[src/logic/stream_pkg.sv]
package stream_pkg;

  // **************************************************
  // user word to memory word mapping
  // **************************************************

  // which user word of a memory word is current.
  // the low half carries the earlier word.
  typedef enum logic {
    HALF_LO = 1'b0,
    HALF_HI = 1'b1
  } half_t;

endpackage

[src/logic/word_packer.sv]
`timescale 1ns/1ps

module word_packer
  import stream_pkg::*;
#(
  parameter int DATA_WIDTH = 32
) (
  input  logic                    clk0_tb,
  input  logic                    locked,
  input  logic                    in_valid,
  input  logic [DATA_WIDTH-1:0]   in_data,
  input  logic                    push_ready,
  input  logic                    enable,
  output logic                    in_ready,
  output logic                    push_valid,
  output logic [2*DATA_WIDTH-1:0] push_data
);

  half_t                  half;
  logic [DATA_WIDTH-1:0]  lo_word;
  logic                   in_take;

  // stall while the packed word waits in the output register.
  assign in_ready = enable && (!push_valid || push_ready);
  assign in_take  = in_valid && in_ready;

  always_ff @(posedge clk0_tb or negedge locked) begin
    if (!locked) begin
      half       <= HALF_LO;
      push_valid <= 1'b0;
    end else begin
      if (push_valid && push_ready) begin
        push_valid <= 1'b0;
      end
      if (in_take) begin
        if (half == HALF_LO) begin
          half <= HALF_HI;
        end else begin
          half       <= HALF_LO;
          push_valid <= 1'b1;
        end
      end
    end
  end

  // payload path.
  always_ff @(posedge clk0_tb) begin
    if (in_take) begin
      if (half == HALF_LO) begin
        lo_word <= in_data;
      end else begin
        push_data <= {in_data, lo_word};
      end
    end
  end

endmodule

[config.mk]
export PLATFORM = sky130hd
export DESIGN_NAME = word_packer
export DESIGN_NICKNAME = d
export VERILOG_FILES = /design/src/logic/stream_pkg.sv /design/src/logic/word_packer.sv
export SDC_FILE = /design/constraint.sdc
export NUM_CORES = 1
export LEC_CHECK = 0
export ABC_CLOCK_PERIOD_IN_PS = 3600
export BUFFER_PORTS_ARGS = -buffer_cell sky130_fd_sc_hd__buf_2
export CAP_MARGIN = 20
export CORE_ASPECT_RATIO = 0.7
export CORE_MARGIN = 2
export CORE_UTILIZATION = 44
export CTS_CLUSTER_DIAMETER = 100
export DETAILED_ROUTE_END_ITERATION = 6
export GPL_TIMING_DRIVEN = 1
export PLACE_DENSITY_LB_ADDON = 0.15
export SYNTH_ARGS = -nofsm -noshare
export SYNTH_HDL_FRONTEND = slang
export SYNTH_SLANG_ARGS = --single-unit
[constraint.sdc]
create_clock -name clk0_tb -period 3.6 [get_ports clk0_tb]
set_input_delay 0.36 -clock clk0_tb [delete_from_list [all_inputs] [get_ports clk0_tb]]
set_output_delay 0.36 -clock clk0_tb [all_outputs]
set_load 0.01 [all_outputs]
## Yosys cells after proc, flatten, opt, wreduce, memory -nomap -nowiden

Index checks and enable logic that the tools add are counted.

- Muxes and demuxes: 4
- Bitwise gates (word level): 1
- Reductions and logical operators: 7

Operators by type and width:

| operator | count |
|---|---|
| $mux W1 | 4 |
| $reduce_and A2 Y1 | 2 |
| $logic_and A1 B1 Y1 | 3 |
| $logic_not A1 Y1 | 1 |
| $logic_or A1 B1 Y1 | 1 |
| $not A1 Y1 | 1 |

- Input port bits: 37
- Logic and storage cells: 16
- Bits in registers: 98

## Logic depth before layout (Yosys ltp)

- Depth after elaboration: 5
- Depth in mapped cells: 3
- Depth with buffers taken out: 3

## Least setup slack after synthesis

OpenSTA, ideal clock, no wires.

- Path kind: register to register
- Start point: reg push_valid
- End point: reg push_data[0] (enable)
- Setup slack: -0.113 ns
- Library setup time: 0.486 ns
- Data arrival time: 3.227 ns
- Data required time: 3.114 ns
- Stages on the path, launching flop included: 3
- Cells stage by stage: dfrtp_1 nor2b_4 nor2_1

- Word-level cells in the longest chain between the ends: 5

Ends and longest elaborated chain:

| item | line | source |
|---|---|---|
| start: declaration | word_packer.sv:15 | `output logic push_valid,` |
| start signal: assignment | word_packer.sv:30 | `push_valid <= 1'b0;` |
| start signal: assignment | word_packer.sv:33 | `push_valid <= 1'b0;` |
| start signal: assignment | word_packer.sv:40 | `push_valid <= 1'b1;` |
| $logic_not A1 Y1 | word_packer.sv:24 | `assign in_ready = enable && (!push_valid \|\| push_ready);` |
| $logic_or A1 B1 Y1 | word_packer.sv:24 |  |
| $logic_and A1 B1 Y1 | word_packer.sv:24 |  |
| $logic_and A1 B1 Y1 | word_packer.sv:25 | `assign in_take = in_valid && in_ready;` |
| $reduce_and A2 Y1 (no line) | n/a |  |
| end signal: assignment | word_packer.sv:52 | `push_data <= {in_data, lo_word};` |
| end: declaration | word_packer.sv:16 | `output logic [2*DATA_WIDTH-1:0] push_data` |

No other way between the ends.
A chain may end at the register's enable or synchronous reset.

## Worst setup path after layout

- Start point: reg half
- End point: reg push_data[51] (enable)

- Word-level cells in the longest chain between the ends: 1

Ends and longest elaborated chain:

| item | line | source |
|---|---|---|
| start: declaration | word_packer.sv:19 | `half_t half;` |
| start signal: assignment | word_packer.sv:29 | `half <= HALF_LO;` |
| start signal: assignment | word_packer.sv:37 | `half <= HALF_HI;` |
| start signal: assignment | word_packer.sv:39 | `half <= HALF_LO;` |
| $reduce_and A2 Y1 (no line) | n/a |  |

No other way between the ends.

==> results.ini <==
[layout]
insertedDiodeCount = 0
seq_area_mm2 = 0.00293
final_cell_mix = buf_2 (102), edfxtp_1 (96), clkbuf_8 (9)
drive_gt1_share_pct = 53.5
multiInputGateArea_um2 = 76.3
layout_commonest_cell = buf_2
final_util_pct = 58.0
nets = 260
fillers = 520
area_delta_synth_final_pct = 29.1

[global_route]
grt_max_degree = 39
grt_use_total_pct = 13.2
grt_overflow = 0
antenna_found_initial = 0
grt_pass1_vias = 1363
grt_first_pass_wirelength_um = 6920

[synth]
synth_area_leaders = edfxtp_1 (96%), dfrtp_1 (1.7%), nor2b_4 (0.46%)
synth_cell_type_count = 10
syn_avg_cell_area_um2 = 28.0
yosysTopAreaCell = edfxtp_1
ys_seq_elements = 98
synth_top_area_share_pct = 96.2
synth_warnings = 0
syn_area_mm2 = 0.00300
syn_nets = 144
yosysSeqAreaShare_pct = 97.9
synth_cells = 107

[power_and_ir_drop]
p_per_area_mw_per_mm2 = 562
switching_share_pct = 21.1
combPwrFrac_pct = 6.8
cellInternalPower_mw = 1.71
pwr-share-seq_pct = 62.6
ir_drop_mv = 0.259
p_clk_share_pct = 30.6
p_leak_nw = 1.45
switchingPower_mw = 0.459

[routing]
wl_per_cell_um = 14.8
via_count = 1440
drt_iter0_drc = 44
drt-pass1-iter-count = 4
wl_um = 4780
viasPerCell = 4.47
ant_nets = 0
remaining_drc_errors = 0

[sta]
min_period_over_period_pct = 51.5
worst_pin_slew_ns = 0.787
setup_viol = 0
max_freq_mhz = 539
maxSlewViolCount = 0
hold_viol_final = 0
min_period_ns = 1.85
relSlewSlack_pct = 47.4
finalSetupTns_ns = 0
finClkSkew_ns = 0.00657
rsz0062_at_grt = no

[floorplanning]
die_h_um = 73.0
coreArea_mm2 = 0.00666
placementRows = 25
start_util_pct = 45.0
ios = 103
die_area_mm2 = 0.00749
dieWidth_um = 103

[placement]
portBuffers = 102
hpwl_um = 3280
routabilityCongestion = 0.673

[setup_path]
start_kind = register
reg2reg_depth = 3
arrival_ns = 1.90
path_cells = nand3_1, nor2_4, buf_12
worst_ep_required_time_ns = 3.64
crit_cells = 3
slowest_stage = nor2_4
crit_family = simple AND/OR/NAND/NOR gates
crit_buf_inv = 1
endpoint_kind = register
crit_fanout = 38
path_class = reg2reg
cpPeakStageDelay_ns = 0.63

[worst_hold_path]
whs_path_depth = 1
hold_class = in2reg

[clocking]
cts_sinks = 98
numCtsBuffers = 9
htreeDepth = 3
path_clk_slew_ns = 0.09
cts_root_buf = clkbuf_8
cts_max_path_buffers = 2
cts_tree = yes
clock_latency_ns = 0.35
cts_resized = 0

[outcome]
status = complete, no violations

[flow_run]
cap_viol_max_count = 0

## metrics by stage
step	hold WS, ns	instance area (um2)	total power [mW]	std cells	setup WS (ns)
final	0.197	3870	2.17	322	1.75
after global routing	0.173	3870	2.26	322	1.60
after CTS	0.180	3870	2.20	322	1.70
after detailed placement	0.148	3660	1.54	305	1.67
after global placement	0.145	3660	1.53	305	1.76
after floorplan	0.0644	3000	1.45	107	0.954
## worst reg2reg max path: stages, from the launching register on
cell	delay [ns]
dfrtp_1	0.41
nand3_1	0.17
nor2_4	0.63
buf_12	0.31
## cell type report
cell class / instances / share of cell area (%)
timing repair buffer: 105 / 14.2
sequential: 98 / 75.9
tap: 94 / 3.04
clock buffer: 9 / 3.20
clock inverter: 7 / 1.75
multi-input combinational: 9 / 1.97
## registers in the layout, summed over array words and instances, names as in the netlist
signal,cells
half,1
lo_word,32
push_data,64
push_valid,1
## repair_timing
item,CTS,global route
setup endpoints to repair,0,0
setup buffers,0,0
endpoints found under the hold margin,2,0
hold buffers,1,0
## worst paths after layout
path	startpoint	slack [ns]	to
max	half	1.75	push_data[51]
min	in_data[25]	0.20	push_data[57]
max reg2reg	half	1.75	push_data[51]
min reg2reg	lo_word[18]	0.42	push_data[18]
max in group asynchronous	locked	3.19	half
min in group asynchronous	locked	0.32	push_valid
## cells by family (layout without fill, tap and decap cells)
group,Yosys count,count (layout),share of synthesized area (%)
and+or+nand+nor,8,8,1.92
AOI/OAI and AO/OA,1,1,0.167
buffers and inverters,0,121,0
DFF,98,98,97.9
## cells in the mapped netlist
cell type / count
nand2b_1: 2
nand3_1: 1
edfxtp_1: 96
and2b_2: 1
dfrtp_1: 2
nor2b_4: 1
nor2_1: 1
o21ai_0: 1
nand2_1: 1
nor3_2: 1
## routing by layer
layer / share of wire [%] / track usage (%)
met5: 0 / 0
met4: 1.5 / 5.33
met3: 12 / 7.18
met2: 46 / 18.7
met1: 40 / 16.9
## power by group through the flow
stage          registers (mW)  clock network [mW]  logic [mW]
2_1_floorplan            1.41                   0      0.0387
3_5_place_dp             1.39                   0       0.150
6_report                 1.36               0.665       0.147
3_3_place_gp             1.38                   0       0.146
4_1_cts                  1.36               0.689       0.151
5_1_grt                  1.37               0.731       0.160
No activity file was read; power rests on OpenSTA's default activity.
