--- config.mk ---
export PLATFORM = sky130hd
export DESIGN_NAME = word_unpacker
export DESIGN_NICKNAME = d
export VERILOG_FILES = /design/src/logic/stream_pkg.sv /design/src/logic/word_unpacker.sv
export SDC_FILE = /design/constraint.sdc
export NUM_CORES = 1
export LEC_CHECK = 0
export ABC_AREA = 1
export BUFFER_PORTS_ARGS = -buffer_cell sky130_fd_sc_hd__buf_4
export CAP_MARGIN = 25
export CORE_MARGIN = 1.5
export CORE_UTILIZATION = 27
export CTS_CLUSTER_DIAMETER = 50
export DETAILED_ROUTE_END_ITERATION = 7
export PLACE_DENSITY = 0.85
export SYNTH_ARGS = -nofsm -noshare
export SYNTH_HDL_FRONTEND = slang
export SYNTH_SLANG_ARGS = --single-unit
--- constraint.sdc ---
create_clock -name clk0_tb -period 2.3 [get_ports clk0_tb]
set_input_delay 0.46 -clock clk0_tb [delete_from_list [all_inputs] [get_ports clk0_tb]]
set_output_delay 0.46 -clock clk0_tb [all_outputs]
set_load 0.03 [all_outputs]
--- src/logic/stream_pkg.sv ---
package stream_pkg;

  // **************************************************
  // user word to memory word mapping
  // **************************************************

  // which user word of a memory word is current.
  // the low half carries the earlier word.
  typedef enum logic {
    HALF_LO = 1'b0,
    HALF_HI = 1'b1
  } half_t;

endpackage

--- src/logic/word_unpacker.sv ---
`timescale 1ns/1ps

module word_unpacker
  import stream_pkg::*;
#(
  parameter int DATA_WIDTH = 32
) (
  input  logic                    clk0_tb,
  input  logic                    locked,
  input  logic                    pop_valid,
  input  logic [2*DATA_WIDTH-1:0] pop_data,
  input  logic                    out_ready,
  output logic                    pop,
  output logic                    out_valid,
  output logic [DATA_WIDTH-1:0]   out_data
);

  half_t half;
  logic  out_take;

  // the fifo head stays put until popped, so data holds.
  assign out_valid = pop_valid;
  assign out_take  = out_valid && out_ready;

  always_comb begin
    if (half == HALF_LO) begin
      out_data = pop_data[DATA_WIDTH-1:0];
    end else begin
      out_data = pop_data[2*DATA_WIDTH-1:DATA_WIDTH];
    end
  end

  // memory word is done once its high half leaves.
  assign pop = out_take && (half == HALF_HI);

  always_ff @(posedge clk0_tb or negedge locked) begin
    if (!locked) begin
      half <= HALF_LO;
    end else if (out_take) begin
      if (half == HALF_LO) begin
        half <= HALF_HI;
      end else begin
        half <= HALF_LO;
      end
    end
  end

endmodule

# Word level (Yosys, flattened, before mapping)
# Cells that the tools add are included.
word_totals:
  word_cells: 5
  in_bits: 68
  register_bits: 1
op_classes:
  muxes: 2
  reduce_logical: 2
op_table:
  columns: ["operator", "count"]
  rows:
  - ["$mux W32", 1]
  - ["$logic_and A1 B1 Y1", 2]
  - ["$mux W1", 1]

# Logic depth before layout (Yosys ltp)
# Gate-level depths: netlist of the first run.
logic_depth:
  ltp_word: 2
  depth_mapped: 5
  ltp_nobuf: 3

# Worst setup path before layout of the first run
# OpenSTA, ideal clock, no wires.
synth_path:
  path_type: "register to output"
  from: "register half"
  to: "output port out_data[21]"
  slack_ns: 0.911
  stages_incl_launch_ff: 6
  arrival_ns: 0.929
  required_time_ns: 1.840
  cell_sequence: "dfrtp_1 -> buf_6 -> inv_8 -> buf_12 -> nand2_2 -> nand2_1"
synth_via:
  elab_chain_len: 1
synth_rtl:
  columns: ["element", "line_no", "source"]
  rows:
  - ["start, declared", "word_unpacker.sv:18", "half_t half;"]
  - ["start signal, assigned", "word_unpacker.sv:38", "half <= HALF_LO;"]
  - ["start signal, assigned", "word_unpacker.sv:41", "half <= HALF_HI;"]
  - ["start signal, assigned", "word_unpacker.sv:43", "half <= HALF_LO;"]
  - ["$mux W32", "word_unpacker.sv:26", "if (half == HALF_LO) begin"]
  - ["end, declared", "word_unpacker.sv:15", "output logic [DATA_WIDTH-1:0] out_data"]
# No other way between the ends.

# Worst setup path in the final report of the first run
layout_path:
  from: "register half"
  to: "output port out_data[31]"
# Same word-level chain as after synthesis.

==> run_results.csv, run 1 <==
group,metric,value,unit
power,ir_worst_vdd,0.3747,mV
critical_path,regToRegSetupSlack,1.31,ns
cells_and_area,final_util,70.18,%
global_routing,grt_pass1_wl,2870,microns
timing,period_minus_slack,1.531,ns
drt,viasPerCell,4.264,
yosys,yosysSeqAreaShare,4.717,%
cells_and_area,final_cell_mix,"buf_4, nand2_1, nand2_2",
drt,drt_iter0_markers,7,
timing,slew_headroom,86.29,%
global_routing,grt_pass1_vias,723,
yosys,yosys_warnings,0,
cts,postCtsSetupRepairBufs,0,
cells_and_area,nFillCells,160,
critical_path,critPathRequiredTime,1.84,ns
power,p_int,0.2867,mW
cells_and_area,nets,276,
drt,wirelength,2253,microns
cts,clkLatencyLatePin,0,ns
cells_and_area,regMostFlops,"half",
yosys,syn_area_per_cell,4.779,sq um
floorplan,fp-row-count,15,
yosys,ys_types,9,
critical_path,critPathKind,"reg2out",
placement,dpl.hpwl,1901,microns
timing,setup_tns,0,ns
status,outcome,"complete, no violations",
cts,path_clk_slew,0,ns
global_routing,gr-total-overflow,0,
run,max-cap-violations,0,
critical_path,crit-reg2reg-launch,"half",
power,pwr-share-seq,3.3,%
floorplan,die_x,47.33,microns
critical_path,crit_arrival,1.07,ns
placement,preCtsSetupSlack,0.7582,ns
placement,finalWeightedCongestion,0.6946,
hold_path,hold_class,"in2async",
timing,fin_skew,0,ns
cts,cts_hold_buf,0,
drt,wl_per_cell,9.753,microns
yosys,netlist_area,530.5,sq um
timing,rsz0062_at_grt,"false",
global_routing,grt_max_degree,35,
critical_path,reg2reg_depth,4,
timing,hold_viol_final,0,
timing,worst_pin_slew,0.2056,ns
power,swShare,58.87,%
floorplan,start_util,29.75,%
cells_and_area,n_antenna_cell,0,
cells_and_area,largest_reg_flops,1,
power,power_density,557.2,nW/um^2
global_routing,grt_use_total,16.63,%
power,power_leakage,0.8123,nW
drt,drc_errors,0,
cells_and_area,fin_area,1251,sq um
critical_path,r2r-end,"half",
drt,drtAntennaViolNets,0,
timing,fmax,653.3,MHz
timing,slew_viol_final,0,
timing,setup_violations,0,
yosys,ys_seq_elements,1,
critical_path,cp-start-kind,"flip-flop",
floorplan,core,1783,sq um
timing,period_share,66.55,%
drt,drt-pass1-iter-count,4,
cts,cts_resized,0,
power,p_sw,0.4104,mW
floorplan,die_area,2240,sq um
global_routing,antenna_found_initial,0,
power,combPwrFrac,96.7,%
cells_and_area,area_delta_synth_final,135.8,%
cells_and_area,final_common_cell,"buf_4",
critical_path,end_kind,"primary output",
yosys,synth_nets,179,
floorplan,fp.dieH,47.33,microns
cells_and_area,reg.largest.list,"half: 1 flops",
critical_path,path_max_fanout,34,
yosys,synthCells,111,
floorplan,io-pin-count,102,
timing,worst_slack,0.7694,ns
power,p_clk_share,0,%
cells_and_area,drive_above_1_share,55.34,%
placement,placed_area,1251,sq um
drt,route.vias.total,985,
placement,portBuffers,101,
## cell type report
class	instances	area [sq um]	area share, %
Inverter	1	11.26	0.9000
Multi-Input combinational cell	101	410.4	32.80
Sequential cell	1	25.02	2.000
Tap cell	25	31.28	2.500
Timing Repair Buffer	103	773.2	61.80
## power by group through the flow
stage	logic [mW]	clock network, mW	registers, mW
after floorplan	0.442	0	0.0226
after global placement	0.669	0	0.0228
after detailed placement	0.679	0	0.0229
after CTS	0.680	0	0.0229
after global routing	0.724	0	0.0237
final	0.674	0	0.0229
## how the worst max path moves through the flow
stage          startpoint      endpoint  slack, ns  cells after the start
2_1_floorplan        half  out_data[21]       0.91                      5
3_3_place_gp         half   out_data[7]       0.80                      5
3_5_place_dp         half  out_data[31]       0.76                      5
4_1_cts              half  out_data[31]       0.75                      5
5_1_grt              half   out_data[1]       0.69                      5
6_report             half  out_data[31]       0.77                      5
## through the flow
step / power, mW / instances / hold WS [ns]
final: 0.6972 / 231 / 0.2354
after global routing: 0.7472 / 231 / 0.2370
after CTS: 0.7030 / 231 / 0.2355
after detailed placement: 0.7015 / 231 / 0.2355
after global placement: 0.6922 / 231 / 0.2357
after floorplan: 0.4643 / 111 / 0.1644
## routing by layer
layer  up-vias  global-route usage [%]  routed length, microns
met1       412                   18.28                     763
met3         2                   3.077                     273
met4         0                   1.667                      10
li1        515                       -                       -
met2        56                   33.24                    1205
met5         -                       0                       0
## Yosys cell counts
cell	instances	share of area, %
nand2_1	90	64
nand2_2	9	11
buf_4	4	5.7
buf_6	3	6.4
buf_12	1	3.8
dfrtp_1	1	4.7
inv_8	1	2.1
nand3_1	1	0.94
nor2_4	1	2.1
## logic make-up (layout without fill, tap and decap cells)
group	count (synthesis)	after routing	synth area share, %
simple gates	101	101	77.36
buf+inv	9	104	17.92
flops	1	1	4.716
## critical path: stages (launching register included)
cell and delay [ns]:
dfrtp_1 0.35, buf_4 0.20, inv_8 0.19, nand2_1 0.09, nand2_1 0.07, buf_4 0.15
Note: power is estimated with default switching activity, not from simulation.
==> inputs of run 2 (changes only) <==
CORE_UTILIZATION = 23   (was 27)
PLACE_DENSITY = 0.77   (was 0.85)
clock period = 1.4 ns   (was 2.3 ns; I/O delays follow)
==> run_results.csv, run 2 (synthesized netlist as in run 1, its figures left out) <==
group,metric,value,unit
status,outcome,"complete, no violations",
drt,wirelength,2266,microns
cells_and_area,fin_area,1262,sq um
timing,setup_tns,0,ns
cts,path_clk_slew,0,ns
cells_and_area,final_common_cell,"buf_4",
timing,slew_headroom,83.57,%
power,combPwrFrac,95.9,%
critical_path,crit_arrival,1.01,ns
drt,drtAntennaViolNets,0,
cts,cts_hold_buf,0,
floorplan,die_x,51.03,microns
critical_path,crit_family,"flip-flops",
cells_and_area,final_util,57.62,%
cells_and_area,drive_above_1_share,55.56,%
global_routing,grt_pass1_vias,778,
timing,hold_slack,0.05849,ns
placement,portBuffers,101,
cells_and_area,area_delta_synth_final,138.0,%
timing,rsz0062_at_grt,"false",
global_routing,antenna_found_initial,0,
critical_path,path_cells,"buf_4, nand2_1, nand2_1, buf_4",
timing,slew_viol_final,0,
timing,fmax,776.4,MHz
drt,drt_iter0_markers,11,
critical_path,max_stage_delay,0.45,ns
critical_path,r2r-end,"half",
drt,viasPerCell,4.157,
global_routing,gr-total-overflow,0,
drt,route.vias.total,977,
critical_path,regToRegSetupSlack,0.52,ns
drt,wl_per_cell,9.643,microns
placement,preCtsSetupSlack,0.09585,ns
floorplan,start_util,24.21,%
critical_path,slowest_stage,"dfrtp_1",
floorplan,io-pin-count,102,
power,power_density,914.2,nW/um^2
floorplan,fp-row-count,17,
timing,period_minus_slack,1.288,ns
cells_and_area,finalNonFillerCells,235,
cts,clkLatencyLatePin,0,ns
critical_path,critPathRequiredTime,1.12,ns
timing,hold_viol_final,0,
placement,placed_area,1262,sq um
floorplan,fp.dieH,51.03,microns
global_routing,grt_max_degree,35,
placement,finalWeightedCongestion,0.6868,
critical_path,critPathKind,"reg2out",
run,max-cap-violations,0,
global_routing,grt_use_total,15.17,%
power,pwr-share-seq,4.1,%
cts,cts_resized,0,
cells_and_area,register_area,25.02,sq um
cts,postCtsSetupRepairBufs,0,
placement,post-place-cells,235,
cells_and_area,nFillCells,209,
cells_and_area,multi_input_area,410.4,sq um
drt,drt-pass1-iter-count,4,
timing,worst_slack,0.1120,ns
cells_and_area,largest_reg_flops,1,
hold_path,hold_class,"in2async",
power,ir_worst_vdd,0.5136,mV
critical_path,end_kind,"primary output",
critical_path,crit-reg2reg-launch,"half",
power,swShare,58.64,%
power,p_sw,0.6768,mW
critical_path,cp-start-kind,"flip-flop",
global_routing,grt_pass1_wl,3256,microns
critical_path,critPathBufInv,2,
critical_path,path_max_fanout,16,
timing,fin_skew,0,ns
drt,drc_errors,0,
placement,dpl.hpwl,1875,microns
power,total_power,1.154,mW
cells_and_area,final_cell_mix,"buf_4, nand2_1, nand2_2",
floorplan,core,2191,sq um
cells_and_area,nets,277,
timing,period_share,92.00,%
power,p_clk_share,0,%
timing,worst_pin_slew,0.2464,ns
floorplan,die_area,2604,sq um
cells_and_area,reg.largest.list,"half: 1 flops",
cells_and_area,n_antenna_cell,0,
cells_and_area,regMostFlops,"half",
critical_path,reg2reg_depth,3,
timing,setup_violations,0,
power,p_int,0.4774,mW
power,power_leakage,0.8173,nW
[run 2: changes by cell type in the layout (fill, tap and decap cells not counted)]
cell,before,now
buf_4,103,104
[run 2: power groups by stage]
stage	Sequential, mW	Combinational, mW	Clock, mW
6_report	0.0473	1.11	0
5_1_grt	0.0480	1.19	0
4_1_cts	0.0477	1.12	0
3_5_place_dp	0.0476	1.12	0
3_3_place_gp	0.0468	1.10	0
2_1_floorplan	0.0372	0.726	0
[run 2: layout make-up]
cell class,count,area share [%]
repair buffers,104,61.84
flip-flops and latches,1,1.982
multi-input cells,101,32.51
well taps,28,2.775
inverters,1,0.8920
[run 2: worst max path at each step]
stage,start,endpoint,slack (ns),depth (start not counted)
2_1_floorplan,half,out_data[21],0.19,5
3_3_place_gp,half,out_data[10],0.13,4
3_5_place_dp,half,out_data[31],0.1,4
4_1_cts,half,out_data[31],0.09,4
5_1_grt,half,out_data[10],0.02,4
6_report,half,out_data[31],0.11,4
[run 2: routing by layer]
layer  part of all wire, %  up-vias  global-route usage, %
li1                      -      519                      -
met1                    34      418                  15.17
met2                    57       40                  33.98
met3                   8.1        0                  1.462
met4                     0        0                      0
met5                     0        -                      0
[run 2: worst register-to-register path: cells and delay by family (launching register included)]
| family | cells | cell delay (ns) |
|---|---|---|
| flip-flops | 1 | 0.44 |
| buffers and inverters | 1 | 0.22 |
| AND/OR/NAND/NOR | 2 | 0.16 |
