## config.mk

```make
export PLATFORM = sky130hd
export DESIGN_NAME = burst_scheduler
export DESIGN_NICKNAME = d
export VERILOG_FILES = /design/src/logic/mem_pkg.sv /design/src/logic/burst_scheduler.sv
export SDC_FILE = /design/constraint.sdc
export NUM_CORES = 1
export LEC_CHECK = 0
export BUFFER_PORTS_ARGS = -buffer_cell sky130_fd_sc_hd__buf_4
export CAP_MARGIN = 20
export CORE_UTILIZATION = 34
export CTS_CLUSTER_DIAMETER = 50
export DETAILED_ROUTE_END_ITERATION = 7
export HOLD_SLACK_MARGIN = 0.03
export PLACE_DENSITY_LB_ADDON = 0.1
export SYNTH_ARGS = -nofsm -noshare
export SYNTH_HDL_FRONTEND = slang
export SYNTH_SLANG_ARGS = --single-unit
```

## constraint.sdc

```tcl
create_clock -name clk0_tb -period 3.5 [get_ports clk0_tb]
set_clock_uncertainty 0.05 [all_clocks]
set_input_delay 1.05 -clock clk0_tb [delete_from_list [all_inputs] [get_ports clk0_tb]]
set_output_delay 1.05 -clock clk0_tb [all_outputs]
set_load 0.005 [all_outputs]
```

## src/logic/mem_pkg.sv

```systemverilog
package mem_pkg;

  // **************************************************
  // memory port commands
  // **************************************************

  // one command per cycle, no handshake back.
  typedef enum logic [1:0] {
    CMD_NOP   = 2'd0,
    CMD_WRITE = 2'd1,
    CMD_READ  = 2'd2
  } mem_cmd_t;

  // **************************************************
  // burst scheduler states
  // **************************************************

  typedef enum logic [1:0] {
    ST_WAIT_INIT = 2'd0,
    ST_IDLE      = 2'd1,
    ST_WRITE     = 2'd2,
    ST_READ      = 2'd3
  } sched_state_t;

endpackage

```

## src/logic/burst_scheduler.sv

```systemverilog
`timescale 1ns/1ps

module burst_scheduler
  import mem_pkg::*;
#(
  parameter int DATA_WIDTH = 32,
  parameter int BURST_LEN  = 4,
  parameter int ADDR_WIDTH = 6,
  parameter int FIFO_DEPTH = 16
) (
  input  logic                        clk0_tb,
  input  logic                        locked,
  input  logic                        init_done,
  input  logic [$clog2(FIFO_DEPTH):0] wr_count,
  input  logic                        wr_valid,
  input  logic [2*DATA_WIDTH-1:0]     wr_data,
  input  logic [$clog2(FIFO_DEPTH):0] rd_count,
  input  logic                        rd_valid,
  output logic                        wr_pop,
  output mem_cmd_t                    cmd,
  output logic [ADDR_WIDTH-1:0]       addr,
  output logic [2*DATA_WIDTH-1:0]     wdata
);

  localparam int CW = $clog2(FIFO_DEPTH) + 1;
  localparam int BW = $clog2(BURST_LEN + 1);

  sched_state_t          state;
  logic [BW-1:0]         beat;
  logic [ADDR_WIDTH-1:0] base;
  logic [CW-1:0]         in_flight;
  logic                  rd_go;
  logic [CW:0]           rd_level;
  logic                  rd_room;
  logic                  wr_issue;
  logic                  rd_issue;
  logic                  last_beat;

  // **************************************************
  // issue decisions
  // **************************************************

  // words already buffered plus words still on their way back.
  assign rd_level  = {1'b0, rd_count} + {1'b0, in_flight};
  assign rd_room   = rd_level <= (CW + 1)'(FIFO_DEPTH - BURST_LEN);
  assign wr_issue  = (state == ST_WRITE) && wr_valid;
  // room is checked once, then the whole burst goes out.
  assign rd_issue  = (state == ST_READ) && (rd_go || rd_room);
  assign last_beat = (beat == BW'(BURST_LEN - 1));

  assign wr_pop = wr_issue;
  assign addr   = base + ADDR_WIDTH'(beat);
  assign wdata  = wr_data;

  always_comb begin
    if (wr_issue) begin
      cmd = CMD_WRITE;
    end else if (rd_issue) begin
      cmd = CMD_READ;
    end else begin
      cmd = CMD_NOP;
    end
  end

  // **************************************************
  // state machine
  // **************************************************

  always_ff @(posedge clk0_tb or negedge locked) begin
    if (!locked) begin
      state <= ST_WAIT_INIT;
      beat  <= '0;
      base  <= '0;
      rd_go <= 1'b0;
    end else begin
      case (state)
        ST_WAIT_INIT: begin
          if (init_done) begin
            state <= ST_IDLE;
          end
        end
        ST_IDLE: begin
          if (wr_count >= CW'(BURST_LEN)) begin
            state <= ST_WRITE;
          end
        end
        ST_WRITE: begin
          if (wr_issue) begin
            if (last_beat) begin
              beat  <= '0;
              state <= ST_READ;
            end else begin
              beat <= beat + 1'b1;
            end
          end
        end
        ST_READ: begin
          if (rd_issue) begin
            if (last_beat) begin
              beat  <= '0;
              rd_go <= 1'b0;
              // wraps at the top of the memory.
              base  <= base + ADDR_WIDTH'(BURST_LEN);
              state <= ST_IDLE;
            end else begin
              beat  <= beat + 1'b1;
              rd_go <= 1'b1;
            end
          end
        end
        default: state <= ST_WAIT_INIT;
      endcase
    end
  end

  // reads issued but not yet returned.
  always_ff @(posedge clk0_tb or negedge locked) begin
    if (!locked) begin
      in_flight <= '0;
    end else begin
      case ({rd_issue, rd_valid})
        2'b10:   in_flight <= in_flight + 1'b1;
        2'b01:   in_flight <= in_flight - 1'b1;
        default: in_flight <= in_flight;
      endcase
    end
  end

endmodule

```

* Word level (Yosys, flattened, before mapping)
Index checks and enable logic that the tools add are counted.
Operators by class: shift-type cells 0, muxes and demuxes 15, eq/ne operators 12, add/sub/neg operators 6, reduce and logical (&&, ||, !) cells 10, div/mod/pow operators 0, bitwise logic cells 0, $lt $le $gt $ge 2, multipliers 0
Operator list (count):
- 2-bit 2-to-1 mux | 8
- 2-bit inequality test, second input constant | 6
- 5-bit case mux with 2 select lines | 1
- 3-bit 2-to-1 mux | 3
- 2-bit case mux with 4 select lines | 1
- 5-bit by 5-bit adder with 6-bit output | 1
- 6-bit by 3-bit adder with 6-bit output | 1
- 6-bit by 3-bit adder with 6-bit output, second input constant | 1
- 2-bit equality test, second input constant | 3
- 6-bit by 4-bit less-or-equal comparator with 1-bit output, second input constant | 1
- 3-bit case mux with 2 select lines | 1
- 3-bit AND reduction | 2
- 6-bit AND reduction | 1
- 5-bit by 1-bit adder with 5-bit output, second input constant | 1
- 5-bit by 3-bit greater-or-equal comparator with 1-bit output, second input constant | 1
- 5-bit by 1-bit subtractor with 5-bit output, second input constant | 1
- 2-bit by 1-bit equality test with 1-bit output, second input constant | 2
- 2-bit nonzero test | 2
- 3-bit by 1-bit adder with 3-bit output, second input constant | 1
- 3-bit by 2-bit equality test with 1-bit output, second input constant | 1
- 1-bit logical AND | 2
- 2-bit logical NOT | 1
- 2-bit AND reduction | 1
- 1-bit logical OR | 1
- 1-bit 2-to-1 mux | 1
Word-level totals: RAM bits 0, memory bits (read-only) 0, input bits 79, memories 0, register bits after elaboration 17, output and inout bits 73, latch bits 0

* Depth between registers and ports, before layout
word-level depth 6, mapped depth 14, gate-level depth less buffers 14

* Worst setup path after synthesis
Ideal clock, no wire load.
path type input -> register, from input rd_count[0], to register in_flight[4], arrival time 3.745 ns, data required time 3.325 ns, slack -0.420 ns, buffers on the path 0, setup time 0.125 ns, cell stages on the path 14, path through ha_1 inv_1 fa_1 nor2b_1 and3_1 and3_1 a211oi_2 ha_1 ha_1 a21o_1 a21oi_1 xor2_1 nor2_1 xor2_1
On the way: word-level cells in the longest chain between the ends 6, elaborated cells between the ends (all ways) 8
Ends and longest elaborated chain:
- start: declaration | line burst_scheduler.sv:17 | input logic [$clog2(FIFO_DEPTH):0] rd_count,
- 5-bit by 5-bit adder with 6-bit output * | line burst_scheduler.sv:44 | assign rd_level = {1'b0, rd_count} + {1'b0, in_flight};
- 6-bit by 4-bit less-or-equal comparator with 1-bit output * | line burst_scheduler.sv:45 | assign rd_room = rd_level <= (CW + 1)'(FIFO_DEPTH - BURST_LEN);
- 1-bit logical OR * | line burst_scheduler.sv:48 | assign rd_issue = (state == ST_READ) && (rd_go || rd_room);
- 1-bit logical AND * | line burst_scheduler.sv:48
- 2-bit by 1-bit equality test with 1-bit output / 2-bit equality test (equally long branches) | line burst_scheduler.sv:121 | case ({rd_issue, rd_valid})
- 5-bit case mux with 2 select lines / 2-bit nonzero test (equally long branches)
- end signal: assignment | line burst_scheduler.sv:122 | 2'b10: in_flight <= in_flight + 1'b1;
- end signal: assignment | line burst_scheduler.sv:123 | 2'b01: in_flight <= in_flight - 1'b1;
- end signal: assignment | line burst_scheduler.sv:124 | default: in_flight <= in_flight;
- end: declaration | line burst_scheduler.sv:31 | logic [CW-1:0] in_flight;
Every way passes the cells marked *; elsewhere a longest branch is shown, timed or not. A chain may end at the register's enable or synchronous reset.

* Final worst setup path
from input rd_count[0], to output cmd[1]
On the way: word-level cells in the longest chain between the ends 6
Ends and longest elaborated chain:
- 5-bit by 5-bit adder with 6-bit output | line burst_scheduler.sv:44
- 6-bit by 4-bit less-or-equal comparator with 1-bit output | line burst_scheduler.sv:45
- 1-bit logical OR | line burst_scheduler.sv:48
- 1-bit logical AND | line burst_scheduler.sv:48
- 2-bit 2-to-1 mux | line burst_scheduler.sv:58 | end else if (rd_issue) begin
- 2-bit 2-to-1 mux | line burst_scheduler.sv:56 | if (wr_issue) begin
- end: declaration | line burst_scheduler.sv:20 | output mem_cmd_t cmd,
No other way between the ends.

==> results.txt <==
----------------------------------------------------
[Run status]
  Outcome ... complete, but fails checks
  Violated checks ... negative setup slack

[Yosys]
  Seq cells post-synth ... 15
  Cells taking the most area after synthesis ... buf_4 31%, dfrtp_1 23%, ha_1 13%
  Number of distinct standard cells referenced by the synthesized netlist ... 35
  Fraction of synthesized cell area taken by the top area cell type ... 0.305
  Most used flip-flop cell after synthesis ... dfrtp_1
  Average cell area after synthesis ... 9.42 µm²
  Fraction of the mapped netlist area in simple logic gates ... 0.0926
  Mapped Cells ... 175
  Net count of the mapped netlist ... 273
  Leading area contributor after synthesis ... buf_4
  Portion of the post-synthesis area used by sequential elements ... 0.228
  Area share of fa/ha/maj cells after synthesis ... 0.153
  Portion of netlist area occupied by mux cells ... 0.0440
  Async SR Flop Fraction ... 1.00
  Total of warnings raised by yosys ... 0
  Post-synthesis compound-gate area fraction ... 0.0904
  Main combinational cell family by area after synthesis ... buffers and inverters
  Xor-xnor portion of the synthesized cell area ... 0.0638
  Number of enable flip-flop cells after synthesis ... 0
  Netlist area before placement ... 1650 µm²

[Power and ir drop]
  Power per cell area ... 989 nW/µm²
  Internal power summed over all cells ... 933 µW
  Leak Pwr ... 0.763 nW
  Switching power total ... 640 µW
  Worst IR drop on VDD ... 0.000352 V
  Sw frac ... 0.407
  Comb pwr share ... 0.690
  Part of the power in registers ... 0.221
  Clk network pwr share ... 0.089

[Hold path]
  Endpoint with the worst hold slack ... in_flight[4]$_DFFE_PN0P_
  Number of cells traversed by the worst hold path ... 1
  Worst hold path type ... flip-flop to flip-flop
  Startpoint of the lowest-slack hold path ... in_flight[4]$_DFFE_PN0P_

[STA]
  Fraction of the cycle the final worst path needs ... 1.08
  Total negative setup slack ... -0.678 ns
  Achievable clock frequency ... 264 MHz
  Worst path setup slack after routing ... -0.292 ns
  Max transition margin ... 0.670
  RSZ-0062 raised after global routing ... true
  Final-report setup violation count ... 4
  Max-slew violation total from the final report ... 0
  Tightest Pin Transition ... 0.493 ns
  Final hold viol count ... 0
  Clock period minus worst slack ... 3.79 ns

[Clock network]
  Cts-stage hold buffer count ... 0
  H-tree lvl count ... 1
  Number of CTS-inserted buffers ... 3
  Clock tree from TritonCTS ... built
  Root buffer selected by CTS ... clkbuf_8
  Worst-skew pair later-pin latency ... 0.25 ns
  Reg clk slew, reported paths ... 0.07 ns
  Bufs on Longest Clock Path ... 2
  Number of sinks handled by clock tree synthesis ... 15

[Global route]
  Overall routing resource usage ... 0.127
  Grt total ovfl ... 0
  First-pass GRT wire length ... 5020 µm
  Largest net degree at the start of global routing ... 16
  Initial antenna violation count ... 0
  Via count of the first global-routing pass ... 1038

[Die]
  Die ar. ... 5130 µm²
  Number of top-level design ports ... 152
  Starting density of the core ... 0.366
  Horizontal die dimension ... 71.6 µm
  Area inside the core boundary ... 4500 µm²
  Die Y ... 71.6 µm
  Number of placement rows ... 24

[Layout]
  Fraction of layout cells with a size suffix above 1 ... 0.418
  Number of nets at the end of the flow ... 240
  Fin cells ... 193
  Antenna cells ... 0
  Synthesis-to-finish area growth ... -3.49%

[Route]
  Post-detailed-routing wire length ... 3120 µm
  Routed via count divided by cell count ... 5.07
  DR vias ... 979
  WL/cell ... 16.2 µm
  Number of antenna-violating nets in the routed design ... 0
  Initial DRC Count ... 11
  First-pass DRT Iterations ... 4
  Number of remaining DRC errors ... 0

[Critical path]
  Reg-to-reg critical path startpoint ... in_flight[1]$_DFFE_PN0P_
  Type of the setup path with the least slack ... input port to primary output
  CP Capture Type ... primary output
  Worst reg2reg path endpoint ... in_flight[4]$_DFFE_PN0P_
  Critical path launch point type ... input port
  R2R depth ... 14
  Worst reg-to-reg setup slack ... 0.23 ns
  Crit-path max FO ... 2
  Critical Path AT ... 2.69 ns
  Required time worst endpoint ... 2.40 ns

[Place]
  Cell count after placement ... 187
  Routability-driven placement congestion ratio ... 0.737
  HPWL after detailed placement ... 2320 µm
  Port buffer count ... 21

[Run]
  Number of max-cap violations ... 0

----------------------------------------------------
[critical path, cell delays in order]
cell and delay, ns:
buf_6 0.09, ha_4 0.15, inv_2 0.05, fa_2 0.42
nor2b_4 0.14, and3_1 0.16, and3_4 0.17, a211oi_4 0.29
nor2_4 0.05, buf_6 0.11
[power groups by stage]
stage | logic (mW) | registers (mW) | clock network, mW
after floorplan | 0.771 | 0.331 | 0
after global placement | 0.948 | 0.345 | 0
after detailed placement | 0.967 | 0.347 | 0
after CTS | 1.08 | 0.349 | 0.150
after global routing | 1.22 | 0.363 | 0.158
final | 1.08 | 0.348 | 0.140
[routing by layer]
layer,part of all wire,global-route usage
met5,0,0
met3,0.099,0.0534
met2,0.46,0.199
met1,0.40,0.144
met4,0.050,0.0719
[cells in the mapped netlist, types with 2 or more instances]
master and instances:
buf_4 67, ha_1 17, dfrtp_1 15, inv_1 9, nor2_1 7, a21oi_1 6, xnor2_1 6, xor2_1 6
nand2_1 4, nor2b_1 3, a211oi_2 2, a21o_1 2, and2_1 2, and3_1 2, fa_1 2, mux2_4 2
mux2i_1 2, nand3_1 2, nor3_1 2, o21ai_0 2
[area by class of cell]
| cell class | instances | area [µm²] |
|---|---|---|
| clock buffer | 3 | 41.3 |
| clock inverter | 1 | 5.00 |
| fill | 475 | 2910 |
| inverter | 9 | 33.8 |
| multi-input combinational | 83 | 833 |
| sequential | 15 | 375 |
| tap | 52 | 65.1 |
| timing repair buffer | 30 | 236 |
[per-stage QoR]
stage / total power [mW] / hold WS (ns) / util / cell area (µm²) / setup slack, ns
global placement: 1.29 / 0.415 / 0.324 / 1460 / -0.487
finish: 1.57 / 0.429 / 0.353 / 1590 / -0.292
CTS: 1.58 / 0.431 / 0.349 / 1570 / -0.285
global route: 1.74 / 0.435 / 0.353 / 1590 / -0.354
detailed placement: 1.31 / 0.419 / 0.324 / 1460 / -0.533
floorplan: 1.10 / 0.396 / - / 1690 / -0.215
[sequential cells by signal (all words and copies together) (netlist names)]
name	count
base	4
beat	3
in_flight	5
rd_go	1
state	2
[layout by cell type, fill, tap and decap left out, drive strengths merged, types with 3 or more instances in the layout]
master / n
a21oi: 6
buf: 30
clkbuf: 3
dfrtp: 15
ha: 17
inv: 9
mux2: 4
nand2: 4
nor2: 7
nor2b: 3
nor3: 3
xnor2: 6
xor2: 6
[worst max-delay path by stage]
stage / startpoint / end / slack, ns / cells past startpoint
after detailed placement: rd_count[0] / in_flight[4]$_DFFE_PN0P_ / -0.53 / 16
after global placement: rd_count[0] / in_flight[4]$_DFFE_PN0P_ / -0.49 / 16
after global routing: rd_count[0] / cmd[1] / -0.35 / 10
after floorplan: rd_count[0] / in_flight[4]$_DFFE_PN0P_ / -0.22 / 14
final: rd_count[0] / cmd[1] / -0.29 / 10
after CTS: rd_count[0] / cmd[1] / -0.29 / 10
[timing repair]
action,4_1_cts,5_1_grt
pin swaps,8,6
gates cloned,0,0
buffers inserted,2,2
resized for setup,13,3
setup endpoints to repair,3,5
[cells by family (layout without fill, tap and decap cells)]
family,Yosys count,in the layout
AOI/OAI and AO/OA,19,19
xor gates and xnor gates,12,12
adders and majority gates,19,19
buffers and inverters,77,43
DFF,15,15
muxes,6,6
and+or+nand+nor,27,27
No activity file was read; power rests on OpenSTA's default activity.
