`config.mk`:
```
export PLATFORM = sky130hd
export DESIGN_NAME = word_fifo
export DESIGN_NICKNAME = d
export VERILOG_FILES = /design/src/logic/word_fifo.sv
export SDC_FILE = /design/constraint.sdc
export NUM_CORES = 1
export LEC_CHECK = 0
export ABC_AREA = 1
export CORE_UTILIZATION = 45
export DETAILED_ROUTE_END_ITERATION = 6
export DONT_BUFFER_PORTS = 1
export PLACE_DENSITY = 0.69
export SYNTH_ARGS = -nofsm -noshare
export SYNTH_HDL_FRONTEND = slang
export SYNTH_SLANG_ARGS = --single-unit
```
`constraint.sdc`:
```
create_clock -name clk0_tb -period 8.2 [get_ports clk0_tb]
set_input_delay 0.82 -clock clk0_tb [delete_from_list [all_inputs] [get_ports clk0_tb]]
set_output_delay 0.82 -clock clk0_tb [all_outputs]
set_load 0.03 [all_outputs]
```
`src/logic/word_fifo.sv`:
```
`timescale 1ns/1ps

module word_fifo #(
  parameter int W     = 64,
  parameter int DEPTH = 16
) (
  input  logic                     clk0_tb,
  input  logic                     locked,
  input  logic                     push,
  input  logic [W-1:0]             push_data,
  input  logic                     pop,
  output logic                     full,
  output logic                     pop_valid,
  output logic [W-1:0]             pop_data,
  output logic [$clog2(DEPTH):0]   count
);

  localparam int PW = $clog2(DEPTH);
  localparam int CW = $clog2(DEPTH) + 1;

  logic [W-1:0]  mem_array [0:DEPTH-1];
  logic [PW-1:0] wr_ptr;
  logic [PW-1:0] rd_ptr;
  logic          push_ok;
  logic          pop_ok;

  assign full      = (count == CW'(DEPTH));
  assign pop_valid = (count != '0);
  // head word shows without a pop.
  assign pop_data  = mem_array[rd_ptr];

  assign push_ok = push && !full;
  assign pop_ok  = pop && pop_valid;

  always_ff @(posedge clk0_tb or negedge locked) begin
    if (!locked) begin
      wr_ptr <= '0;
      rd_ptr <= '0;
      count  <= '0;
    end else begin
      if (push_ok) begin
        wr_ptr <= (wr_ptr == PW'(DEPTH - 1)) ? '0 : wr_ptr + 1'b1;
      end
      if (pop_ok) begin
        rd_ptr <= (rd_ptr == PW'(DEPTH - 1)) ? '0 : rd_ptr + 1'b1;
      end
      case ({push_ok, pop_ok})
        2'b10:   count <= count + 1'b1;
        2'b01:   count <= count - 1'b1;
        default: count <= count;
      endcase
    end
  end

  // storage.
  always_ff @(posedge clk0_tb) begin
    if (push_ok) begin
      mem_array[wr_ptr] <= push_data;
    end
  end

endmodule

```
## Word level (Yosys, flattened, before mapping)

Memory sizes are Yosys's and may differ from the RTL's.
Cells that the tools add are included.

- Register bits: 13
- RAM bits: 1024
- Bits of input ports: 68
- Logic and storage cells: 23
- Memories kept: 1

Memory list:

| memory | words | width | read ports | clocked after memory_dff | wr ports | line | RTL |
|---|---|---|---|---|---|---|---|
| mem_array | 16 | 64 | 1 | 0 | 1 | 21 | `logic [W-1:0] mem_array [0:DEPTH-1];` |

- Add/sub/neg operators: 4
- Equality and inequality tests: 5
- Multiplexer cells: 5
- Reductions and logical operators: 5

Operators by type and width:

| cell | number |
|---|---|
| $pmux W5 S2 | 1 |
| $add A4 B1 Y4 const B | 2 |
| $eq A4 B4 Y1 const B | 2 |
| $mux W4 | 2 |
| $add A5 B1 Y5 const B | 1 |
| $eq A5 B5 Y1 const B | 1 |
| $reduce_bool A5 Y1 | 1 |
| $sub A5 B1 Y5 const B | 1 |
| $eq A2 B1 Y1 const B | 1 |
| $eq A2 B2 Y1 const B | 1 |
| $logic_and A1 B1 Y1 | 2 |
| $mux W1 | 2 |
| $reduce_bool A2 Y1 | 1 |
| $logic_not A1 Y1 | 1 |

## Longest topological paths before layout

Gate-level depths: netlist of run 1.

- Depth in word-level cells: 5
- Depth in mapped cells: 15
- Gate-level depth less buffers: 15

## Worst setup path after synthesis of run 1

No wires, ideal clock.

- Path type: reg2reg
- Start: reg count[0]
- End: mem mem_array[0][0] (enable)
- Setup time: 486 ps
- Arrival: 3899 ps
- Setup slack: 3815 ps
- Stages on the path, launching flop included: 7
- Path buffers: 0
- Clock period less this slack: 4385 ps
- Cell sequence: dfrtp_1 > inv_1 > nand4_1 > nand2_1 > inv_1 > nand2_1 > nor2_1

- Longest elaborated chain between the ends: 5

Ends and longest elaborated chain:

| element | line | RTL |
|---|---|---|
| from (decl) | 15 | `output logic [$clog2(DEPTH):0] count` |
| from (signal assigned) | 48 | `2'b10: count <= count + 1'b1;` |
| from (signal assigned) | 49 | `2'b01: count <= count - 1'b1;` |
| from (signal assigned) | 50 | `default: count <= count;` |
| $eq A5 B5 Y1 | 27 | `assign full = (count == CW'(DEPTH));` |
| $logic_not A1 Y1 | 32 | `assign push_ok = push && !full;` |
| $logic_and A1 B1 Y1 | 32 |  |
| $mux W1 | 57 | `if (push_ok) begin` |
| $mux W1 (implied by the code) | 58 | `mem_array[wr_ptr] <= push_data;` |
| to (decl) | 21 |  |

Every way passes these cells.

## Worst setup path after layout of run 1

- Start: reg rd_ptr[2]
- End: out pop_data[0]

- Longest elaborated chain between the ends: 1

Ends and longest elaborated chain:

| element | line | RTL |
|---|---|---|
| from (decl) | 23 | `logic [PW-1:0] rd_ptr;` |
| from (signal assigned) | 45 | `rd_ptr <= (rd_ptr == PW'(DEPTH - 1)) ? '0 : rd_ptr + 1'b1;` |
| $mem_v2 Z16 W64 | n/a |  |
| to (decl) | 14 | `output logic [W-1:0] pop_data,` |

Every way passes these cells.

==> reports/qor.txt, run 1 <==
status: finished clean
met3 usage: 3.63%
syn_nets: 4574
crit start category: flip-flop
postcts setup bufs: 0
CTS tree: done
Hold EP: mem_array[2][28]
Cell variety after synth: 20
placed cells: 5615
number of synthesized register bits: 1037
Max Transition Viols Final: 0
PD cells: 337 mW/mm^2
Clock Pin Slew Worst Setup and Hold Paths: 0.06 ns
RR Startpoint: count[0]
antenna viol nets, final: 0
register area share after synthesis: 68.7%
Fin Hold WS: 0.239 ns
FF-to-FF End: mem_array[5][12]
max_cap viols: 0
WS Path Type: flip-flop to primary output
period utilization: 60.2%
Non-Filler Instances: 5803
Max Clock Skew: 0.0210 ns
Num Clock Sinks: 1037
nets: 4516
Detailed Route Iter0 Violations: 2964
DRC violations left: 0
final setup fails: 0
final-report hold violation count: 0
DP HPWL: 53.1 mm
fin area: 0.0497 sq mm
worst path arrival time: 4.12 ns
CTS Buf Count: 107
gr ovfl total: 0
Vias: 28900
Starting Density: 45.7%
hold path startpoint: push_data[28]
Yosys Warn Count: 0
Max FO, Critical Path: 53
slew margin rel.: 25.3%
Via-to-Cell Ratio: 4.99
reg2reg path depth: 7
crit path from: rd_ptr[2]
Ant. Diodes: 0
first-pass GRT wire length: 163 mm
cell accounting for the most synthesized area: edfxtp_1
Post-Route WL: 105 mm
WL/cell: 18.1 microns
Area contributors post-synth: edfxtp_1 68%, nand2_1 13%, inv_1 8.1%
cell area after synthesis: 0.0452 sq mm
Max VDD drop: 0.335 mV
Yosys top cell area share: 68.0%
LEAKAGE: 21.8 nW
Cell Area, Placed: 0.0463 sq mm
synthesized area per cell: 10.1 sq um
H-tree depth: 3
PortBufs: 0
vias in the first global route: 28400
CP endpoint kind: primary output
# rows: 115
final RePlAce weighted congestion: 0.749
Mapped Cells: 4496
io pins: 139
Root Driver: clkbuf_16
Critical Path RT: 7.38 ns
chip height: 319 microns
core area: 0.0990 sq mm
flop2flop setup slack: 4.53 ns
CTS max path bufs: 3
synthesis-to-finish area growth: 10.0%
initial antenna violation count: 1
met1 usage: 26.0%
RSZ-0062 raised after global routing: no
gr busiest metal: met2
setup TNS: 0 ns
Fmax: 202 MHz
First-pass DRT Iterations: 6
HP Class: input pin to flip-flop
GRT Util Overall: 20.6%
Die X: 319 microns
layout cells sized above 1: 4.54%
Slew @ Worst Pin: 1.12 ns
met2 usage: 36.2%
min cycle time layout: 4.94 ns
largest net degree at the start of global routing: 213
worst-skew pair later-pin latency: 0.67 ns
area of the die: 0.102 sq mm
hold depth: 0
cell families (layout without fill, tap and decap cells):
family | after synthesis | count (layout) | share of synthesized area, %
flip-flops | 1037 | 1037 | 68.7
XOR/XNOR | 4 | 4 | 0.0775
AO/OA/AOI/OAI | 11 | 11 | 0.122
adder cells (fa/ha/maj) | 10 | 10 | 0.293
AND/OR/NAND/NOR | 2249 | 2249 | 20.5
buffers and inverters | 1185 | 1205 | 10.3
power breakdown:
group,internal [mW],total [mW],switching [mW]
registers,6.33,6.59,0.253
clock network,2.80,4.77,1.97
logic,1.28,5.41,4.13
total,10.4,16.8,6.35
layout by cell type (no fill, tap or decap):
cell,synthesis,routed
bufinv_16,0,12
a21oi_1,1,1
dfrtp_1,13,10
inv_2,3,1
o21ai_0,10,10
ha_1,9,9
dlygate4sd3_1,0,1
inv_6,0,3
xor2_1,1,1
clkinv_1,0,20
nor2_4,0,17
inv_1,977,975
dfrtp_4,0,3
buf_12,0,3
edfxtp_1,1024,1024
clkbuf_16,0,109
clkinv_4,0,2
clkbuf_1,34,25
inv_8,0,2
nand2_1,1575,1575
buf_4,2,34
clkinvlp_4,0,4
xnor2_1,3,3
nor2_1,19,3
clkinv_2,0,12
clkinv_8,0,2
nand3_1,650,650
fa_1,1,1
or2_2,1,1
nand4_1,3,3
final cells by class:
type	instances	area (sq um)
fillers	8546	49200
flip-flops and latches	1037	31100
multi-input cells	2274	9620
inverters	980	3700
clock buffers	134	2820
well taps	1287	1610
clock inverters	53	592
repair buffers	38	325
worst max-delay path by stage:
stage                 endpoint  slack, ns  cells after the start
2_1_floorplan  mem_array[0][0]       3.81                      6
3_3_place_gp      pop_data[17]       4.03                      8
5_1_grt           pop_data[43]       3.11                      8
3_5_place_dp       pop_data[0]       4.03                      8
6_report           pop_data[0]       3.26                      8
4_1_cts            pop_data[4]       3.26                      6
cell usage after synthesis:
master / number
buf_2: 156
nand2_1: 1575
nor2_2: 1
inv_1: 977
buf_4: 2
xor2_1: 1
or2_2: 1
fa_1: 1
clkbuf_1: 34
dfrtp_1: 13
nor2_1: 19
nand4_1: 3
inv_2: 3
xnor2_1: 3
o21ai_0: 10
ha_1: 9
edfxtp_1: 1024
a21oi_1: 1
nand3_1: 650
buf_1: 13
through the flow:
step / utilization (%) / total power [mW] / setup WS, ns
2_1_floorplan: - / 10.8 / 3.81
5_1_grt: 50.3 / 17.7 / 3.11
3_3_place_gp: 46.8 / 12.1 / 4.03
6_report: 50.3 / 16.8 / 3.26
3_5_place_dp: 46.8 / 12.2 / 4.03
4_1_cts: 50.3 / 16.9 / 3.26
what timing repair did:
action,4_1_cts,5_1_grt
endpoints found under the hold margin,13,0
hold buffers,1,0
resized for setup,0,0
state kept, by name (all words and copies together) (netlist names):
register   cells
wr_ptr         4
rd_ptr         4
mem_array   1024
count          5
layer usage:
layer  up-vias  part of all wire, %
li1      14000                    -
met1     13900                   41
met2       857                   50
met3       156                  6.7
met4         0                  2.3
met5         -                    0
worst max-delay path, stage by stage (launching register included):
cell     delay (ns)
dfrtp_4        0.66
buf_4          0.73
nand2_1        0.15
inv_2          0.33
buf_4          0.84
nand2_1        0.14
nand2_1        0.11
inv_1          0.04
nand2_1        0.35
(Power assumes the default switching activity.)
==> run 2: changes to the inputs <==
--- a/config.mk
+++ b/config.mk
@@ -5,11 +5,11 @@
 export SDC_FILE = /design/constraint.sdc
 export NUM_CORES = 1
 export LEC_CHECK = 0
-export ABC_AREA = 1
+export ABC_AREA = 0
 export CORE_UTILIZATION = 45
 export DETAILED_ROUTE_END_ITERATION = 6
 export DONT_BUFFER_PORTS = 1
-export PLACE_DENSITY = 0.69
+export PLACE_DENSITY = 0.71
 export SYNTH_ARGS = -nofsm -noshare
 export SYNTH_HDL_FRONTEND = slang
 export SYNTH_SLANG_ARGS = --single-unit
==> constraint.sdc (replaced) <==
create_clock -name clk0_tb -period 4.4 [get_ports clk0_tb]
set_input_delay 0.44 -clock clk0_tb [delete_from_list [all_inputs] [get_ports clk0_tb]]
set_output_delay 0.44 -clock clk0_tb [all_outputs]
set_load 0.03 [all_outputs]
==> reports/qor.txt, run 2 <==
reg2reg path depth: 12
Die X: 303 microns
commonest non-fill, non-tap cells in the layout: 1024 x edfxtp_1, 192 x mux4_2, 101 x clkbuf_16
min cycle time layout: 3.80 ns
asr flop ratio synth: 1.25%
hold depth: 3
cell accounting for the most synthesized area: edfxtp_1
Hold EP: rd_ptr[2]
number of synthesized register bits: 1037
First-pass DRT Iterations: 5
biggest regs: mem_array (1024), count (5)
hold path startpoint: pop
crit-path cells: buf_12 > mux4_2 > inv_1 > o21ai_0 > a221o_1
Area contributors post-synth: edfxtp_1 76%, mux4_2 11%, mux2_2 2.1%
flop2flop setup slack: 0.85 ns
layout cells sized above 1: 29.3%
switching pwr: 10.1 mW
CTS tree: done
final RePlAce weighted congestion: 0.764
CTS Buf Count: 101
Vias: 18900
Slowest-stage cell, CP: dfrtp_4
Sequential Area: 0.0311 sq mm
Layout fillers: 6676
Yosys Warn Count: 0
H-tree depth: 3
worst path arrival time: 3.36 ns
DRC violations left: 0
first-pass GRT wire length: 130 mm
Synth Flop Type: edfxtp_1
# rows: 109
syn_nets: 1945
cell area after synthesis: 0.0407 sq mm
CTS max path bufs: 3
Via-to-Cell Ratio: 5.83
synthesis-to-finish area growth: 13.8%
footprint of the multi-input gates: 0.00889 sq mm
Max Transition Viols Final: 0
Num Clock Sinks: 1037
Critical Path Stages: 5
cell with the most instances after synthesis: edfxtp_1
WS Path Type: flip-flop to primary output
antenna viol nets, final: 0
Commonest cells post-synth: 1024 x edfxtp_1, 192 x mux4_2, 75 x mux2_2
commonest non-fill, non-tap cell in the layout: edfxtp_1
max FFs per register: 1024
CP endpoint kind: primary output
Slew @ Worst Pin: 1.06 ns
crit start category: flip-flop
Post-synth EDFFs: 1024
final-report hold violation count: 0
final setup fails: 0
Non-Filler Instances: 3244
Root Driver: clkbuf_16
placed cells: 2994
LEAKAGE: 14.7 nW
Seq pwr share: 41.1%
fin area: 0.0463 sq mm
Starting Density: 45.7%
io pins: 139
PortBufs: 0
Max FO, Critical Path: 57
max_cap viols: 0
nets: 2075
PD cells: 655 mW/mm^2
GRT Util Overall: 19.5%
setup TNS: 0 ns
WP buf/inv: 2
Fmax: 263 MHz
internal power: 20.3 mW
status: finished clean
Clock Pin Slew Worst Setup and Hold Paths: 0.06 ns
Crit path max-delay family: flip-flops
Mapped Cells: 1867
largest net degree at the start of global routing: 65
period utilization: 86.4%
worst-skew pair later-pin latency: 0.65 ns
RR Startpoint: count[1]
gr ovfl total: 0
Clk pwr share: 27.0%
fin util: 52.0%
Max Clock Skew: 0.0146 ns
synthesized area per cell: 21.8 sq um
Detailed Route Iter0 Violations: 1859
CP max stage delay: 0.87 ns
Largest Register: mem_array
Cell Area, Placed: 0.0426 sq mm
HP Class: input pin to flip-flop
RSZ-0062 raised after global routing: no
Max VDD drop: 0.400 mV
Comb pwr share: 31.9%
slew margin rel.: 29.6%
Post-Route WL: 88.2 mm
Yosys top cell area share: 75.5%
WL/cell: 27.2 microns
area of the die: 0.0917 sq mm
register area share after synthesis: 76.3%
chip height: 303 microns
DP HPWL: 46.9 mm
Cell variety after synth: 36
vias in the first global route: 19700
FF-to-FF End: count[4]
Sw Share: 33.2%
core area: 0.0891 sq mm
initial antenna violation count: 11
Critical Path RT: 3.96 ns
run 2: changes by cell type after synthesis, moves of 55 or more:
| cell | before | now |
|---|---|---|
| nand2_1 | 1575 | 14 |
| inv_1 | 977 | 73 |
| nand3_1 | 650 | 3 |
| mux4_2 | 0 | 192 |
| buf_2 | 156 | 42 |
| mux2_2 | 0 | 75 |
| nor2b_1 | 0 | 65 |
| a221o_1 | 0 | 64 |
| o21ai_1 | 0 | 63 |
| mux2_4 | 0 | 55 |
| o221ai_2 | 0 | 55 |
run 2: cell families (layout without fill, tap and decap cells):
kind of cell	count (synthesis)	count (layout)	synth area share [%]
DFF	1037	1037	76.3
adders and majority gates	10	10	0.326
AOI/OAI and AO/OA	209	209	4.82
other	0	5	0
and+or+nand+nor	107	107	1.46
xor gates and xnor gates	6	6	0.129
muxes	322	322	14.7
buffers and inverters	176	383	2.22
run 2: worst min-delay path, cell delays in order:
cell and delay [ns]:
a21boi_1 0.20, nand2_1 0.12, xnor2_1 0.06
run 2: power groups by stage:
stage | Combinational [mW] | Sequential (mW) | Clock (mW)
3_5_place_dp | 9.65 | 12.7 | 0
6_report | 9.70 | 12.5 | 8.20
3_3_place_gp | 9.54 | 12.6 | 0
2_1_floorplan | 7.62 | 12.3 | 0
5_1_grt | 10.3 | 12.6 | 8.70
4_1_cts | 9.85 | 12.5 | 8.34
run 2: area by class of cell:
type                       count  area share (%)
multi-input combinational    654            19.2
inverter                      73           0.591
tap                         1165            3.15
sequential                  1037            67.1
antenna                        5          0.0270
clock inverter                63            1.14
timing repair buffer         130            3.24
clock buffer                 117            5.58
run 2: repair_timing:
item,in CTS,in global routing
endpoints found under the setup margin,0,0
hold endpoints to repair,1037,0
gates resized for setup,0,0
hold buffers,65,0
setup buffers,0,0
run 2: worst max-delay path by stage:
stage | from | endpoint
floorplan | count[0] | mem_array[15][0]
global placement | count[1] | count[4]
detailed placement | count[1] | count[4]
CTS | rd_ptr[0] | pop_data[0]
global route | rd_ptr[0] | pop_data[0]
finish | rd_ptr[0] | pop_data[63]
run 2: layer usage:
metal | part of all wire (%) | vias up | global-route usage, %
li1 | - | 8060 | -
met1 | 42 | 10100 | 27.4
met2 | 49 | 599 | 31.4
met3 | 6.9 | 132 | 4.19
met4 | 1.8 | 12 | 4.83
met5 | 0.084 | - | 0
run 2: metrics by stage:
step	total power [mW]	setup WS, ns	hold slack [ns]
2_1_floorplan	19.9	-0.106	0.144
3_3_place_gp	22.2	1.03	0.145
3_5_place_dp	22.3	0.937	0.145
4_1_cts	30.7	0.463	0.165
5_1_grt	31.6	0.364	0.199
6_report	30.4	0.597	0.202
